<file path="src/source/vdisp_consts.svh">
`ifndef VDISP_CONSTS_SVH
`define VDISP_CONSTS_SVH

// Vector register length, in bits and in bytes
`define VDISP_VLEN  128
`define VDISP_VLENB 16

// Widest supported element
`define VDISP_ELEN  64
`define VDISP_ELENB 8

// Scalar word width of the core
`define VDISP_XLEN  64

// Wide enough for the largest VLMAX (128)
`define VDISP_VL_W  8

`endif

</file>
<file path="src/source/rvv_isa_pkg.sv">
package rvv_isa_pkg;

  // Raw 32-bit instruction word
  typedef logic [31:0] insn_t;

  // Major opcodes seen on the accelerator port
  typedef enum logic [6:0] {
    OP_LOAD_FP  = 7'b0000111,
    OP_STORE_FP = 7'b0100111,
    OP_VEC      = 7'b1010111,
    OP_SYSTEM   = 7'b1110011
  } opcode_e;

  // Operand groups of OP_VEC, in the func3 field
  typedef enum logic [2:0] {
    OPIVV = 3'b000,
    OPFVV = 3'b001,
    OPMVV = 3'b010,
    OPIVI = 3'b011,
    OPIVX = 3'b100,
    OPFVF = 3'b101,
    OPMVX = 3'b110,
    OPCFG = 3'b111
  } vfunc3_e;

  // Vector CSR addresses
  typedef enum logic [11:0] {
    CSR_VSTART = 12'h008,
    CSR_VL     = 12'hC20,
    CSR_VTYPE  = 12'hC21,
    CSR_VLENB  = 12'hC22
  } csr_addr_e;

  // Selected element width
  typedef enum logic [2:0] {
    EW8  = 3'b000,
    EW16 = 3'b001,
    EW32 = 3'b010,
    EW64 = 3'b011
  } vsew_e;

  // Register group multiplier, signed log2 encoding
  typedef enum logic [2:0] {
    LMUL_1    = 3'b000,
    LMUL_2    = 3'b001,
    LMUL_4    = 3'b010,
    LMUL_8    = 3'b011,
    LMUL_RSVD = 3'b100,
    LMUL_1_8  = 3'b101,
    LMUL_1_4  = 3'b110,
    LMUL_1_2  = 3'b111
  } vlmul_e;

endpackage

</file>
<file path="src/source/vdisp_pkg.sv">
`include "vdisp_consts.svh"

package vdisp_pkg;

  typedef logic [`VDISP_VL_W-1:0] vlen_t;
  typedef logic [4:0]             vreg_t;
  typedef logic [`VDISP_XLEN-1:0] xword_t;

  // Operations understood by the vector backend
  typedef enum logic [3:0] {
    VADD, VSUB, VRSUB,
    VMINU, VMIN, VMAXU, VMAX,
    VAND, VOR, VXOR,
    VMERGE,
    VSLL, VSRL, VSRA
  } vop_e;

  // Coarse instruction class, picks the unit that answers
  typedef enum logic [1:0] {
    KIND_CFG,
    KIND_CSR,
    KIND_ARITH,
    KIND_ILLEGAL
  } insn_kind_e;

  typedef enum logic {
    ST_NORMAL,
    ST_WAIT_IDLE
  } disp_state_e;

endpackage

</file>
<file path="src/source/vcfg_unit.sv">
`include "vdisp_consts.svh"

module vcfg_unit import rvv_isa_pkg::*; import vdisp_pkg::*; (
  input  logic       clk_i,
  input  logic       rst_ni,
  input  insn_t      insn_i,
  input  xword_t     rs1_i,
  input  xword_t     rs2_i,
  input  insn_kind_e kind_i,
  input  logic       accept_i,
  output vlen_t      vl_o,
  output vsew_e      vsew_o,
  output vlmul_e     vlmul_o,
  output logic       vill_o,
  output logic       vtype_change_o,
  output logic       cfg_error_o,
  output xword_t     result_o
);

  localparam int elenb_log = $clog2(`VDISP_ELENB);

  vlen_t  vstart_q;
  vlen_t  vl_q;
  logic   vill_q, vma_q, vta_q;
  vsew_e  vsew_q;
  vlmul_e vlmul_q;
  xword_t vtype_word;

  logic              is_vsetvl, cfg_bad, new_illegal;
  logic [4:0]        rs1_field, rd_field;
  logic [7:0]        vtype_raw;
  vsew_e             new_vsew;
  vlmul_e            new_vlmul;
  logic signed [3:0] lmul_log;
  vlen_t             vlmax;
  logic              cfg_vill, cfg_vma, cfg_vta;
  vsew_e             cfg_vsew;
  vlmul_e            cfg_vlmul;
  vlen_t             cfg_vl;

  logic [2:0] csr_op;
  xword_t     csr_operand;
  logic       ro_write, csr_error, csr_wr_vstart;
  vlen_t      vstart_new;
  xword_t     csr_result;

  assign rs1_field = insn_i[19:15];
  assign rd_field  = insn_i[11:7];

  // Same bit layout as the CSR read value below
  assign vtype_word = {vill_q, {(`VDISP_XLEN-9){1'b0}}, vma_q, vta_q,
                       vlmul_q[2], vsew_q, vlmul_q[1:0]};

  // vsetvli carries vtype in its immediate, vsetvl in rs2
  assign is_vsetvl = insn_i[31];
  assign cfg_bad   = is_vsetvl && (insn_i[30:25] != 6'b000000);
  assign vtype_raw = is_vsetvl ? rs2_i[7:0] : insn_i[27:20];
  assign new_vsew  = vsew_e'(vtype_raw[4:2]);
  assign new_vlmul = vlmul_e'({vtype_raw[5], vtype_raw[1:0]});
  assign lmul_log  = {vtype_raw[5], vtype_raw[5], vtype_raw[1:0]};

  // SEW above ELEN, reserved LMUL, or LMUL below SEW/ELEN
  assign new_illegal = (int'(new_vsew) > elenb_log) || (new_vlmul == LMUL_RSVD) ||
                       (int'(lmul_log) + elenb_log < int'(new_vsew));

  // VLMAX = LMUL * VLEN / SEW
  always_comb begin
    vlmax = vlen_t'(`VDISP_VLENB) >> new_vsew;
    case (new_vlmul)
      LMUL_2:   vlmax = vlmax << 1;
      LMUL_4:   vlmax = vlmax << 2;
      LMUL_8:   vlmax = vlmax << 3;
      LMUL_1_2: vlmax = vlmax >> 1;
      LMUL_1_4: vlmax = vlmax >> 2;
      LMUL_1_8: vlmax = vlmax >> 3;
      default:  vlmax = vlmax;
    endcase
  end

  always_comb begin
    cfg_vill  = 1'b0;
    cfg_vma   = vtype_raw[7];
    cfg_vta   = vtype_raw[6];
    cfg_vsew  = new_vsew;
    cfg_vlmul = new_vlmul;
    if (rs1_field == '0 && rd_field == '0) begin
      cfg_vl = vl_q;
    end else if (rs1_field == '0) begin
      cfg_vl = vlmax;
    end else if (rs1_i > xword_t'(vlmax)) begin
      cfg_vl = vlmax;
    end else begin
      cfg_vl = vlen_t'(rs1_i);
    end
    if (new_illegal) begin
      cfg_vill  = 1'b1;
      cfg_vma   = 1'b0;
      cfg_vta   = 1'b0;
      cfg_vsew  = EW8;
      cfg_vlmul = LMUL_1;
      cfg_vl    = '0;
    end
  end

  assign vtype_change_o = (kind_i == KIND_CFG) && !cfg_bad &&
                          ({cfg_vill, cfg_vma, cfg_vta, cfg_vsew, cfg_vlmul} !=
                           {vill_q, vma_q, vta_q, vsew_q, vlmul_q});

  // Immediate forms take the rs1 field as a zero-extended value
  assign csr_op      = insn_i[14:12];
  assign csr_operand = csr_op[2] ? xword_t'(rs1_field) : rs1_i;
  assign ro_write    = (csr_op[1:0] == 2'b01) || (rs1_field != '0);

  always_comb begin
    csr_error     = 1'b0;
    csr_result    = '0;
    csr_wr_vstart = 1'b0;
    vstart_new    = vstart_q;
    case (csr_op[1:0])
      2'b01:   vstart_new = vlen_t'(csr_operand);
      2'b10:   vstart_new = vstart_q | vlen_t'(csr_operand);
      2'b11:   vstart_new = vstart_q & ~vlen_t'(csr_operand);
      default: csr_error = 1'b1;
    endcase
    case (csr_addr_e'(insn_i[31:20]))
      CSR_VSTART: begin
        csr_result    = xword_t'(vstart_q);
        csr_wr_vstart = !csr_error;
      end
      // Read only, any write attempt fails
      CSR_VL: begin
        csr_result = xword_t'(vl_q);
        csr_error  = csr_error | ro_write;
      end
      CSR_VTYPE: begin
        csr_result = vtype_word;
        csr_error  = csr_error | ro_write;
      end
      CSR_VLENB: begin
        csr_result = xword_t'(`VDISP_VLENB);
        csr_error  = csr_error | ro_write;
      end
      default: csr_error = 1'b1;
    endcase
  end

  always_ff @(posedge clk_i or negedge rst_ni) begin
    if (!rst_ni) begin
      vstart_q <= '0;
      vl_q     <= '0;
      vill_q   <= 1'b1;
      vma_q    <= 1'b0;
      vta_q    <= 1'b0;
      vsew_q   <= EW8;
      vlmul_q  <= LMUL_1;
    end else if (accept_i) begin
      if (kind_i == KIND_CFG && !cfg_bad) begin
        vl_q    <= cfg_vl;
        vill_q  <= cfg_vill;
        vma_q   <= cfg_vma;
        vta_q   <= cfg_vta;
        vsew_q  <= cfg_vsew;
        vlmul_q <= cfg_vlmul;
      end
      if (kind_i == KIND_CSR && csr_wr_vstart) begin
        vstart_q <= vstart_new;
      end
    end
  end

  assign vl_o    = vl_q;
  assign vsew_o  = vsew_q;
  assign vlmul_o = vlmul_q;
  assign vill_o  = vill_q;

  assign cfg_error_o = (kind_i == KIND_CFG) ? cfg_bad :
                       (kind_i == KIND_CSR) ? csr_error : 1'b0;
  // Config instructions hand the new vl back to rd
  assign result_o    = (kind_i == KIND_CSR) ? csr_result :
                       (kind_i == KIND_CFG) ? xword_t'(cfg_vl) : '0;

endmodule

</file>
<file path="src/source/varith_decoder.sv">
module varith_decoder import rvv_isa_pkg::*; import vdisp_pkg::*; (
  input  logic       clk_i,
  input  logic       rst_ni,
  input  insn_t      insn_i,
  input  xword_t     rs1_i,
  input  vlen_t      vl_i,
  input  vsew_e      vsew_i,
  input  vlmul_e     vlmul_i,
  input  logic       vill_i,
  input  logic       accept_i,
  input  logic       req_ready_i,
  output insn_kind_e kind_o,
  output logic       arith_error_o,
  output logic       req_valid_o,
  output vop_e       req_op_o,
  output vreg_t      req_vd_o,
  output vreg_t      req_vs1_o,
  output vreg_t      req_vs2_o,
  output logic       req_use_vs1_o,
  output logic       req_use_vs2_o,
  output xword_t     req_scalar_o,
  output logic       req_use_scalar_o,
  output logic       req_vm_o,
  output vlen_t      req_vl_o,
  output vsew_e      req_vsew_o,
  output vlmul_e     req_vlmul_o
);

  opcode_e    opcode;
  vfunc3_e    func3;
  logic [5:0] func6;
  logic       vm;
  vreg_t      vd, vs1, vs2;
  logic       is_opivx;
  vop_e       op;
  logic       op_known;
  logic       use_vs2;
  logic [4:0] align_mask;
  logic       misaligned;
  logic       req_valid_d;

  assign opcode   = opcode_e'(insn_i[6:0]);
  assign func3    = vfunc3_e'(insn_i[14:12]);
  assign func6    = insn_i[31:26];
  assign vm       = insn_i[25];
  assign vs2      = insn_i[24:20];
  assign vs1      = insn_i[19:15];
  assign vd       = insn_i[11:7];
  assign is_opivx = (func3 == OPIVX);

  always_comb begin
    kind_o = KIND_ILLEGAL;
    case (opcode)
      OP_VEC: begin
        case (func3)
          OPCFG:        kind_o = KIND_CFG;
          OPIVV, OPIVX: kind_o = KIND_ARITH;
          default:      kind_o = KIND_ILLEGAL;
        endcase
      end
      OP_SYSTEM: kind_o = KIND_CSR;
      default:   kind_o = KIND_ILLEGAL;
    endcase
  end

  // Shared func6 table for the vector-vector and vector-scalar forms
  always_comb begin
    op       = VADD;
    op_known = 1'b1;
    use_vs2  = 1'b1;
    case (func6)
      6'b000000: op = VADD;
      6'b000010: op = VSUB;
      6'b000011: begin
        // Reverse subtract has no vector-vector form
        op       = VRSUB;
        op_known = is_opivx;
      end
      6'b000100: op = VMINU;
      6'b000101: op = VMIN;
      6'b000110: op = VMAXU;
      6'b000111: op = VMAX;
      6'b001001: op = VAND;
      6'b001010: op = VOR;
      6'b001011: op = VXOR;
      6'b010111: begin
        op      = VMERGE;
        use_vs2 = !vm;  // unmasked form is a plain move
      end
      6'b100101: op = VSLL;
      6'b101000: op = VSRL;
      6'b101001: op = VSRA;
      default:   op_known = 1'b0;
    endcase
  end

  // Register groups must start on an LMUL boundary
  always_comb begin
    case (vlmul_i)
      LMUL_2:  align_mask = 5'b00001;
      LMUL_4:  align_mask = 5'b00011;
      LMUL_8:  align_mask = 5'b00111;
      default: align_mask = 5'b00000;
    endcase
  end

  assign misaligned = (|(vd & align_mask)) || (|(vs2 & align_mask)) ||
                      (!is_opivx && (|(vs1 & align_mask)));

  assign arith_error_o = !op_known || misaligned || vill_i;
  assign req_valid_d   = accept_i && (kind_o == KIND_ARITH) && !arith_error_o;

  always_ff @(posedge clk_i or negedge rst_ni) begin
    if (!rst_ni) begin
      req_valid_o <= 1'b0;
    end else if (req_ready_i) begin
      req_valid_o <= req_valid_d;
    end
  end

  // Payload follows the valid bit, loaded whenever the backend takes it
  always_ff @(posedge clk_i) begin
    if (req_ready_i) begin
      req_op_o         <= op;
      req_vd_o         <= vd;
      req_vs1_o        <= is_opivx ? vreg_t'(0) : vs1;
      req_vs2_o        <= vs2;
      req_use_vs1_o    <= !is_opivx;
      req_use_vs2_o    <= use_vs2;
      req_scalar_o     <= is_opivx ? rs1_i : xword_t'(0);
      req_use_scalar_o <= is_opivx;
      req_vm_o         <= vm;
      req_vl_o         <= vl_i;
      req_vsew_o       <= vsew_i;
      req_vlmul_o      <= vlmul_i;
    end
  end

endmodule

</file>
<file path="src/source/issue_fsm.sv">
module issue_fsm import vdisp_pkg::*; (
  input  logic       clk_i,
  input  logic       rst_ni,
  input  logic       acc_req_valid_i,
  input  logic       acc_resp_ready_i,
  input  logic       req_ready_i,
  input  logic       backend_idle_i,
  input  insn_kind_e kind_i,
  input  logic       vtype_change_i,
  input  logic       cfg_error_i,
  input  logic       arith_error_i,
  output logic       accept_o,
  output logic       acc_req_ready_o,
  output logic       acc_resp_valid_o,
  output logic       acc_resp_error_o
);

  disp_state_e state_q, state_d;
  logic        can_issue;
  logic        accept;

  // An idle backend releases the wait in the same cycle
  assign can_issue = (state_q == ST_NORMAL) || backend_idle_i;

  // Only arithmetic needs room in the backend request register
  assign accept = acc_req_valid_i && acc_resp_ready_i && can_issue &&
                  ((kind_i != KIND_ARITH) || req_ready_i);

  assign accept_o         = accept;
  assign acc_req_ready_o  = accept;
  assign acc_resp_valid_o = accept;

  always_comb begin
    case (kind_i)
      KIND_ILLEGAL: acc_resp_error_o = 1'b1;
      KIND_ARITH:   acc_resp_error_o = arith_error_i;
      default:      acc_resp_error_o = cfg_error_i;
    endcase
  end

  always_comb begin
    state_d = state_q;
    if (accept && kind_i == KIND_CFG && vtype_change_i) begin
      state_d = ST_WAIT_IDLE;
    end else if (state_q == ST_WAIT_IDLE && backend_idle_i) begin
      state_d = ST_NORMAL;
    end
  end

  always_ff @(posedge clk_i or negedge rst_ni) begin
    if (!rst_ni) begin
      state_q <= ST_NORMAL;
    end else begin
      state_q <= state_d;
    end
  end

endmodule

</file>
<file path="src/source/vec_dispatcher.sv">
module vec_dispatcher import rvv_isa_pkg::*; import vdisp_pkg::*; (
  input  logic   clk_i,
  input  logic   rst_ni,
  // Core side
  input  insn_t  acc_insn_i,
  input  xword_t acc_rs1_i,
  input  xword_t acc_rs2_i,
  input  logic   acc_req_valid_i,
  output logic   acc_req_ready_o,
  output logic   acc_resp_valid_o,
  output xword_t acc_resp_result_o,
  output logic   acc_resp_error_o,
  input  logic   acc_resp_ready_i,
  // Backend side
  output logic   req_valid_o,
  output vop_e   req_op_o,
  output vreg_t  req_vd_o,
  output vreg_t  req_vs1_o,
  output vreg_t  req_vs2_o,
  output logic   req_use_vs1_o,
  output logic   req_use_vs2_o,
  output xword_t req_scalar_o,
  output logic   req_use_scalar_o,
  output logic   req_vm_o,
  output vlen_t  req_vl_o,
  output vsew_e  req_vsew_o,
  output vlmul_e req_vlmul_o,
  input  logic   req_ready_i,
  input  logic   backend_idle_i
);

  insn_kind_e kind;
  logic       accept;
  logic       vtype_change;
  logic       cfg_error;
  logic       arith_error;
  vlen_t      vl;
  vsew_e      vsew;
  vlmul_e     vlmul;
  logic       vill;

  // Architectural vector state and CSR answers
  vcfg_unit vcfg_unit_i (
    .clk_i          (clk_i),
    .rst_ni         (rst_ni),
    .insn_i         (acc_insn_i),
    .rs1_i          (acc_rs1_i),
    .rs2_i          (acc_rs2_i),
    .kind_i         (kind),
    .accept_i       (accept),
    .vl_o           (vl),
    .vsew_o         (vsew),
    .vlmul_o        (vlmul),
    .vill_o         (vill),
    .vtype_change_o (vtype_change),
    .cfg_error_o    (cfg_error),
    .result_o       (acc_resp_result_o)
  );

  varith_decoder varith_decoder_i (
    .clk_i            (clk_i),
    .rst_ni           (rst_ni),
    .insn_i           (acc_insn_i),
    .rs1_i            (acc_rs1_i),
    .vl_i             (vl),
    .vsew_i           (vsew),
    .vlmul_i          (vlmul),
    .vill_i           (vill),
    .accept_i         (accept),
    .req_ready_i      (req_ready_i),
    .kind_o           (kind),
    .arith_error_o    (arith_error),
    .req_valid_o      (req_valid_o),
    .req_op_o         (req_op_o),
    .req_vd_o         (req_vd_o),
    .req_vs1_o        (req_vs1_o),
    .req_vs2_o        (req_vs2_o),
    .req_use_vs1_o    (req_use_vs1_o),
    .req_use_vs2_o    (req_use_vs2_o),
    .req_scalar_o     (req_scalar_o),
    .req_use_scalar_o (req_use_scalar_o),
    .req_vm_o         (req_vm_o),
    .req_vl_o         (req_vl_o),
    .req_vsew_o       (req_vsew_o),
    .req_vlmul_o      (req_vlmul_o)
  );

  issue_fsm issue_fsm_i (
    .clk_i            (clk_i),
    .rst_ni           (rst_ni),
    .acc_req_valid_i  (acc_req_valid_i),
    .acc_resp_ready_i (acc_resp_ready_i),
    .req_ready_i      (req_ready_i),
    .backend_idle_i   (backend_idle_i),
    .kind_i           (kind),
    .vtype_change_i   (vtype_change),
    .cfg_error_i      (cfg_error),
    .arith_error_i    (arith_error),
    .accept_o         (accept),
    .acc_req_ready_o  (acc_req_ready_o),
    .acc_resp_valid_o (acc_resp_valid_o),
    .acc_resp_error_o (acc_resp_error_o)
  );

endmodule

</file>
<file path="config.mk">
export PLATFORM = sky130hd
export DESIGN_NAME = vec_dispatcher
export DESIGN_NICKNAME = d
export VERILOG_FILES = /design/src/source/rvv_isa_pkg.sv /design/src/source/vdisp_pkg.sv /design/src/source/vcfg_unit.sv /design/src/source/varith_decoder.sv /design/src/source/issue_fsm.sv /design/src/source/vec_dispatcher.sv
export VERILOG_INCLUDE_DIRS = /design/src /design/src/source
export SDC_FILE = /design/constraint.sdc
export NUM_CORES = 1
export LEC_CHECK = 0
export ABC_AREA = 1
export BUFFER_PORTS_ARGS = -buffer_cell sky130_fd_sc_hd__buf_2
export CAP_MARGIN = 20
export CORE_MARGIN = 2
export CORE_UTILIZATION = 40
export CTS_CLUSTER_DIAMETER = 80
export DETAILED_ROUTE_END_ITERATION = 7
export PLACE_DENSITY = 0.71
export SLEW_MARGIN = 20
export SYNTH_ARGS = -nofsm -noshare
export SYNTH_HDL_FRONTEND = slang
export SYNTH_SLANG_ARGS = --single-unit
</file>
<file path="constraint.sdc">
create_clock -name clk_i -period 4.7 [get_ports clk_i]
set_input_delay 0.705 -clock clk_i [delete_from_list [all_inputs] [get_ports clk_i]]
set_output_delay 0.705 -clock clk_i [all_outputs]
set_load 0.05 [all_outputs]
</file>
---- After elaboration in Yosys (flattened, before gate mapping) ----
Index checks and enable logic that the tools add are counted.
storage, ports and cells
  register bits ........................... 128
  output and inout bits ................... 169
  input bits .............................. 166
  word-level logic and storage cells ...... 148
operators by class
  reductions and logical operators ........ 46
  eq/ne operators ......................... 39
  magnitude comparators ................... 3
  shift-type cells ........................ 1
  add/sub/neg operators ................... 1
  bitwise operators ....................... 8
  mux-type cells .......................... 29
operators by type and width
  kind                                             number
  one-hot mux 64 bit (4 select lines)              1
  > comparator 64 x 8 -> 1 bit                     1
  2-to-1 mux 64 bit                                1
  2-to-1 mux 8 bit                                 7
  one-hot mux 4 bit (13 select lines)              1
  one-hot mux 8 bit (6 select lines)               1
  == test 12 bit (second input constant)           3
  less-than comparator 32 x 4 -> 1 bit             1
  == test 6 x 3 -> 1 bit (second input constant)   4
  one-hot mux 8 bit (3 select lines)               1
  == test 3 bit (second input constant)            6
  == test 6 x 4 -> 1 bit (second input constant)   3
  == test 6 bit (second input constant)            3
  AND 5 x 3 -> 5 bit                               3
  OR reduction 5 bit                               3
  == test 7 bit (second input constant)            2
  logical AND 1 bit                                14
  OR reduction 13 bit                              1
  == test 12 x 4 -> 1 bit (second input constant)  1
  == test 3 x 2 -> 1 bit (second input constant)   4
  == test 6 x 2 -> 1 bit (second input constant)   2
  logical NOT 5 bit                                2
  logical OR 1 bit                                 9
  2-to-1 mux 1 bit                                 9
  30 further kinds                                 44

---- Longest topological paths before layout ----
Gate-level depths: netlist of the first run.
  depth after elaboration ................. 10
  mapped depth ............................ 24
  mapped depth without buffers ............ 22

---- Hierarchy ----
From an unflattened synthesis of the first run, not the netlist that was laid out.
unflattened totals
  cells, all modules ...................... 948
  area total of the unflattened synthesis .. 7673.6 um^2
modules (own cells, without submodules)
  module          area each (um^2)  times used  sequential area each (um^2)  cells each
  varith_decoder  4048.9            1           3057.9                       342
  vcfg_unit       3500.9            1           626.9                        586
  issue_fsm       123.9             1           25.0                         20

---- Least setup slack after synthesis of the first run ----
OpenSTA, ideal clock, no wires.
  kind .................................... input port to output port
  start point ............................. in acc_insn_i[31]
  end point ............................... out acc_resp_result_o[1]
  path buffers ............................ 3
  path slack .............................. 0.541 ns
  data required time ...................... 3.995 ns
  arrival time ............................ 3.454 ns
  cell stages on the path ................. 21
  cell sequence ........................... buf_6 -> inv_4 -> buf_6 -> nand2_2 -> nand2_2 -> ha_1 -> clkbuf_1 -> inv_1 -> nand3_1 -> nand2_1 -> ha_1 -> nand2_1 -> o21ai_0 -> nand2_1 -> nand2_1 -> nand2_1 -> nand3_2 -> nand3_1 -> nand3_1 -> nand3_1 -> o21ai_1
on the way
  longest elaborated chain between the ends .. 10
  elaborated cells on any way between the ends .. 27
  classes of those cells .................. add/sub (1); order compare (3); eq/ne (11); shift (1); mux (9); reduce/logical (2)
RTL lines
  element                                                  RTL line              text
  start: declaration                                       vec_dispatcher.sv:5   input insn_t acc_insn_i,
  2-to-1 mux 8 bit                                         vcfg_unit.sv:57       assign vtype_raw = is_vsetvl ? rs2_i[7:0] : insn_i[27:20];
  >> shifter 5 x 3 -> 8 bit, or another cell as far along  vcfg_unit.sv:68       vlmax = vlen_t'(`VDISP_VLENB) >> new_vsew;
  one-hot mux 8 bit (6 select lines)                       vcfg_unit.sv:69       case (new_vlmul)
  > comparator 64 x 8 -> 1 bit                             vcfg_unit.sv:90       end else if (rs1_i > xword_t'(vlmax)) begin
  2-to-1 mux 8 bit                                         vcfg_unit.sv:90
  2-to-1 mux 8 bit                                         vcfg_unit.sv:88       end else if (rs1_field == '0) begin
  2-to-1 mux 8 bit                                         vcfg_unit.sv:86       if (rs1_field == '0 && rd_field == '0) begin
  2-to-1 mux 8 bit                                         vcfg_unit.sv:95       if (new_illegal) begin
  2-to-1 mux 8 bit                                         vcfg_unit.sv:180      (kind_i == KIND_CFG) ? xword_t'(cfg_vl) : '0;
  2-to-1 mux 64 bit (*)                                    vcfg_unit.sv:179      assign result_o = (kind_i == KIND_CSR) ? csr_result :
  end: declaration                                         vec_dispatcher.sv:11  output xword_t acc_resp_result_o,
Every way passes the cells marked *; elsewhere a longest branch is shown, timed or not.

---- Worst setup path after layout of the first run ----
Same ends and word-level chain as after synthesis.

==> flow_summary.yaml, run 1 <==
status:
  status: "completed"
synth:
  yosys.area.top_type: "edfxtp_1"
  netlist_instances: 864
  ys_async_sr_fraction_pct: 21.09
  synth.area.top_cells: "edfxtp_1 (41%), dfrtp_1 (8.8%), nand2_1 (8.3%)"
  synth-edff-count: 101
  seq_area_frac_synth_pct: 50.41
  synth_cell_types: 42
  yosysWarnings: 0
  netlist.area_leader.share_pct: 41.21
  syn-cell-area_mm2: 0.007360
  ys.flop_type: "edfxtp_1"
  syn-mean-instance-area_um2: 8.518
  ys_ff_latch: 128
die:
  die_area_mm2: 0.01950
  die_h_um: 139.6
  rows: 49
  io_pins: 335
  core_area_mm2: 0.01802
  dieWidth_um: 139.6
  start_util_pct: 40.83
timing:
  report.final.slew_viol_count: 0
  tns_ns: 0
  slew_headroom_pct: 39.32
  worst_slew_pin_slew_ns: 0.9101
  setup_viol: 0
  max_freq_ghz: 0.2280
  hold_violations: 0
  min_period_over_period_pct: 93.31
  period_needed_ns: 4.386
  clock_skew_ns: 0.003203
  rsz0062_at_grt: "false"
setup_path:
  setup.worst_path.end: "acc_resp_result_o[1]"
  end_kind: "output port"
  path_max_fanout: 11
  cp_data_required_time_ns: 3.99
  reg2reg_to: "vcfg_unit_i.vl_o[3]$_DFFE_PN0P_"
  critPathArrivalTime_ns: 3.68
  cp_top_family: "buffers and inverters"
  crit_start: "acc_insn_i[31]"
  slowest_stage: "ha_1"
  startpoint_type: "input port"
  r2r_start: "issue_fsm_i.state_q$_DFFE_PN0P_"
  crit_cells: 20
  crit_top_cell: "nand2_1"
  critPathKind: "input port to output port"
  ff2ff_path_depth: 9
  crit_chain: "clkbuf_4 > inv_4 > nand2_2 > nand2_2 > ha_1 > inv_1 > nand3_1 > nand2_1 > ha_1 > a21oi_1 > o21ai_0 > nand2_1 > nand2_1 > nand2_1 > buf_4 > nand4_1 > nand3_1 > nand3_1 > o21ai_1 > buf_2"
  critPathBufInv: 5
  crit_path_max_incr_delay_ns: 0.35
  r2r_slack_ns: 2.64
power:
  power.density_mw_per_mm2: 370.1
  leakage_nw: 4.513
  ir_drop_uv: 249.5
detailed_routing:
  ant_nets: 0
  dr_total_vias: 6559
  wl_per_cell_um: 14.87
  drcViolationCount: 0
  drt_wl_total_um: 19820
  drt_iter0_drc: 481
  dr.pass1.iters: 8
  via_per_inst: 4.920
clocking:
  clock-sinks: 128
  hold_buffers: 0
  clk_pin_slew_ns: 0.06
  cts_max_level: 4
  cts_made_buffers: 17
  clk_latency_ns: 0.42
  cts_resized: 0
  cts_tree: "built"
  clockBufferDepth: 2
  post_cts_buffers: 0
  cts_root_buf: "clkbuf_16"
placed_design:
  dp_hpwl_um: 15010
  place.port_buffers: 223
  routabilityCongestion: 0.9262
  place_inst: 1301
finish:
  n_fill_cell: 1707
  drive_gt1_share_pct: 26.72
  final_cell_mix: "buf_2 (220), nand2_1 (161), nor2_1 (137), inv_1 (136), edfxtp_1 (101)"
  final_nets: 1272
  diodes: 0
  instances_no_fill: 1333
  syn2layout_area_growth_pct: 23.92
  final_common_cell: "buf_2"
run:
  maxCapViolCount: 0
grt:
  track_usage_pct: 19.93
  grt_pass1_vias: 5971
  grt_max_degree: 71
  grt_first_pass_wirelength_um: 30490
  overflow: 0
  antenna_found_initial: 0
worst_hold_path:
  hold_class: "input port to async pin"
## sequential cells by signal (all words and copies together), names as in the netlist, 3 cells and up
signal                         count
varith_decoder_i.req_scalar_o     64
varith_decoder_i.req_vl_o          8
vcfg_unit_i.vl_o                   8
vcfg_unit_i.vstart_q               8
varith_decoder_i.req_vd_o          5
varith_decoder_i.req_vs1_o         5
varith_decoder_i.req_vs2_o         5
varith_decoder_i.req_op_o          4
varith_decoder_i.req_vlmul_o       3
varith_decoder_i.req_vsew_o        3
vcfg_unit_i.vlmul_o                3
vcfg_unit_i.vsew_o                 3
## synthesized netlist by cell type (2+ instances only)
| cell type | count |
|---|---|
| a21oi_1 | 22 |
| a31oi_1 | 6 |
| buf_1 | 2 |
| buf_2 | 5 |
| buf_4 | 56 |
| buf_6 | 6 |
| clkbuf_1 | 7 |
| dfrtp_1 | 26 |
| edfxtp_1 | 101 |
| ha_1 | 15 |
| inv_1 | 136 |
| inv_2 | 3 |
| nand2_1 | 162 |
| nand2_2 | 7 |
| nand2_4 | 3 |
| nand3_1 | 58 |
| nand3_2 | 3 |
| nand4_1 | 31 |
| nor2_1 | 137 |
| nor2_2 | 5 |
| nor3_1 | 9 |
| nor4_1 | 2 |
| o211ai_1 | 5 |
| o21ai_0 | 22 |
| o21ai_1 | 6 |
| o21ai_2 | 2 |
| o21ai_4 | 2 |
| o221ai_1 | 7 |
| o22ai_1 | 2 |
| o31ai_1 | 3 |
| or2_2 | 2 |
## metrics by stage
step	setup slack, ns	power (mW)	cell area (um^2)	hold WS, ns	utilization (%)
after floorplan	0.5407	1.841	7562	0.4094	-
after global placement	0.2652	1.971	8476	0.4615	47.02
after detailed placement	0.2428	1.979	8476	0.4574	47.02
after CTS	0.2431	3.400	9107	0.3153	50.53
after global routing	0.03284	3.504	9120	0.3533	50.60
final	0.3142	3.375	9120	0.3116	50.60
## where the power goes
part,internal (mW),total [mW],leakage [nW],switching [mW]
Sequential,1.28,1.30,1.34,0.0136
Combinational,0.136,0.660,2.87,0.524
Clock,0.897,1.42,0.306,0.520
## final cells by class
type                    count  area (um^2)  share of cell area (%)
clock inverters            14        202.7                   2.223
clock buffers              18        429.2                   4.706
repair buffers            230         1176                   12.90
multi-input cells         574         2788                   30.57
well taps                 229        286.5                   3.142
inverters                 140        528.0                   5.790
flip-flops and latches    128         3710                   40.68
## routing by layer
layer / routed length, um / part of all wire (%) / GRT usage (%)
met4: 633 / 3.2 / 9.263
met3: 1660 / 8.4 / 4.095
met1: 8297 / 42 / 25.34
met2: 9232 / 47 / 32.77
met5: 0 / 0 / 0
## cells by family (layout without fill, tap and decap cells)
kind of cell    Yosys count  after routing  synth area share, %
simple gates            422            422                25.31
fa+ha+maj                15             15                2.550
compound gates           81             81                6.954
xor+xnor                  1              1               0.1190
other cells               1             55              0.05095
flops                   128            128                50.41
buf+inv                 216            402                14.60
## worst min path at each step
stage          slack, ns                                       end                             from  cells past startpoint
2_1_floorplan       0.41           issue_fsm_i.state_q$_DFFE_PN0P_                           rst_ni                      0
3_3_place_gp        0.46    varith_decoder_i.req_vl_o[3]$_DFFE_PP_  vcfg_unit_i.vl_o[3]$_DFFE_PN0P_                      0
3_5_place_dp        0.46    varith_decoder_i.req_vl_o[3]$_DFFE_PP_  vcfg_unit_i.vl_o[3]$_DFFE_PN0P_                      0
4_1_cts             0.32  varith_decoder_i.req_valid_o$_DFFE_PN0P_                           rst_ni                      1
5_1_grt             0.35           vcfg_unit_i.vl_o[0]$_DFFE_PN0P_                           rst_ni                      1
6_report            0.31           vcfg_unit_i.vl_o[6]$_DFFE_PN0P_                           rst_ni                      1
(Power assumes the default switching activity.)
==> run 2: changes to the inputs <==
Settings changed: CORE_MARGIN 2 to 5.
==> run 2 against run 1 <==
  * Global-route usage down 0.61 points
  * First-iteration DRC count is 6.4% lower
  * Routed wire length up 5.5%
  * Core utilization up 0.18 points
  * Die area increased by 8.8%
  * Register-to-register slack worse by 0.02 ns
  * Power rose by 0.24%
  * Via count about the same
  * Combinational power increased by 2%
  * Sequential cell count is the same
  * Largest power group unchanged
==> flow_summary.yaml, run 2 (synthesized netlist as in run 1, its figures left out) <==
clocking:
  clockBufferDepth: 2
  cts_root_buf: "clkbuf_16"
  cts_max_level: 4
  clk_latency_ns: 0.42
  cts_made_buffers: 17
  clock-sinks: 128
  clk_pin_slew_ns: 0.06
  cts_tree: "built"
detailed_routing:
  drt_wl_total_um: 20920
  ant_nets: 0
  wl_per_cell_um: 15.65
  drt_iter0_drc: 450
  drcViolationCount: 0
  via_per_inst: 4.909
  dr.pass1.iters: 7
  dr_total_vias: 6564
finish:
  fin_area_mm2: 0.009153
  final_nets: 1276
  final_cell_mix: "buf_2 (220), nand2_1 (161), nor2_1 (137), inv_1 (135), edfxtp_1 (101)"
  final_common_cell: "buf_2"
  drive_gt1_share_pct: 27.17
  largest_reg_flops: 64
  instances_no_fill: 1337
  top_register: "varith_decoder_i.req_scalar_o"
  diodes: 0
  syn2layout_area_growth_pct: 24.36
  final_util_pct: 50.78
  n_fill_cell: 1696
power:
  power.density_mw_per_mm2: 369.6
  ir_drop_uv: 240.5
  leakage_nw: 4.528
  power_mw: 3.383
timing:
  min_period_over_period_pct: 93.39
  period_needed_ns: 4.390
  rsz0062_at_grt: "false"
  max_freq_ghz: 0.2278
  setup_slack_ns: 0.3105
  slew_headroom_pct: 38.58
  clock_skew_ns: 0.009047
  tns_ns: 0
  report.final.slew_viol_count: 0
  worst_slew_pin_slew_ns: 0.9213
  setup_viol: 0
  hold_ws_ns: 0.3080
  hold_violations: 0
grt:
  track_usage_pct: 19.32
  grt_first_pass_wirelength_um: 32860
  grt_pass1_vias: 6291
  antenna_found_initial: 0
  grt_max_degree: 71
  overflow: 0
setup_path:
  crit_chain: "clkbuf_4 > inv_4 > nand2_1 > nand2_1 > buf_4 > nand2_1 > nor2_1 > nand3_1 > a31oi_1 > ha_1 > inv_1 > a21oi_1 > o21ai_0 > nand2_1 > nand2_1 > nand2_1 > buf_4 > nand4_1 > nand3_1 > nand3_1 > o21ai_1 > buf_2"
  r2r_slack_ns: 2.62
  slowest_stage: "buf_2"
  critPathBufInv: 6
  reg2reg_to: "vcfg_unit_i.vl_o[1]$_DFFE_PN0P_"
  setup.worst_path.end: "acc_resp_result_o[1]"
  r2r_start: "issue_fsm_i.state_q$_DFFE_PN0P_"
  critPathArrivalTime_ns: 3.68
  ff2ff_path_depth: 9
  critPathKind: "input port to output port"
  crit_top_cell: "nand2_1"
  crit_path_max_incr_delay_ns: 0.31
  end_kind: "output port"
  startpoint_type: "input port"
  crit_cells: 22
  cp_data_required_time_ns: 3.99
  crit_start: "acc_insn_i[31]"
  cp_top_family: "simple AND/OR/NAND/NOR gates"
  path_max_fanout: 11
die:
  start_util_pct: 40.83
  rows: 49
  dieWidth_um: 145.6
  io_pins: 335
  die_h_um: 145.6
  die_area_mm2: 0.02121
  core_area_mm2: 0.01802
placed_design:
  place_inst: 1303
  pre_cts_ws_ns: 0.2492
  dp_hpwl_um: 16170
  placed_area_mm2: 0.008491
  routabilityCongestion: 0.9551
  place.port_buffers: 223
worst_hold_path:
  hold_class: "input port to async pin"
run:
  maxCapViolCount: 0
status:
  status: "completed"
## run 2: worst min-delay path by stage
| stage | start | to | slack, ns | cells after the start |
|---|---|---|---|---|
| after global routing | rst_ni | issue_fsm_i.state_q$_DFFE_PN0P_ | 0.35 | 1 |
| final | rst_ni | varith_decoder_i.req_valid_o$_DFFE_PN0P_ | 0.31 | 1 |
| after detailed placement | vcfg_unit_i.vl_o[7]$_DFFE_PN0P_ | varith_decoder_i.req_vl_o[7]$_DFFE_PP_ | 0.47 | 0 |
| after floorplan | rst_ni | issue_fsm_i.state_q$_DFFE_PN0P_ | 0.41 | 0 |
| after CTS | rst_ni | issue_fsm_i.state_q$_DFFE_PN0P_ | 0.31 | 1 |
| after global placement | vcfg_unit_i.vl_o[4]$_DFFE_PN0P_ | varith_decoder_i.req_vl_o[4]$_DFFE_PP_ | 0.47 | 0 |
## run 2: area by class of cell
class / instances / area, um^2 / area share [%]
Tap cell: 229 / 286.5 / 3.131
Inverter: 140 / 528.0 / 5.769
Clock inverter: 14 / 201.4 / 2.201
Timing Repair Buffer: 234 / 1206 / 13.18
Multi-Input combinational cell: 574 / 2791 / 30.50
Sequential cell: 128 / 3710 / 40.53
Clock buffer: 18 / 429.2 / 4.689
## run 2: timing repair
item | CTS | global route
hold buffers | 0 | 0
resized for setup | 0 | 5
setup buffers | 0 | 2
setup endpoints to repair | 0 | 4
## run 2: where the power goes
group          switching [mW]  internal [mW]  leakage, nW
Clock                   0.519          0.896        0.302
Sequential             0.0139           1.28         1.34
Combinational           0.530          0.140         2.89
## run 2: per-layer routing
metal  track usage, %  part of all wire (%)  vias to the layer above
met5                0                     0                        -
met4            7.743                   3.2                        0
met3            5.575                   8.9                       41
met2            31.18                    46                      346
met1            24.50                    42                     2996
li1                 -                     -                     3181
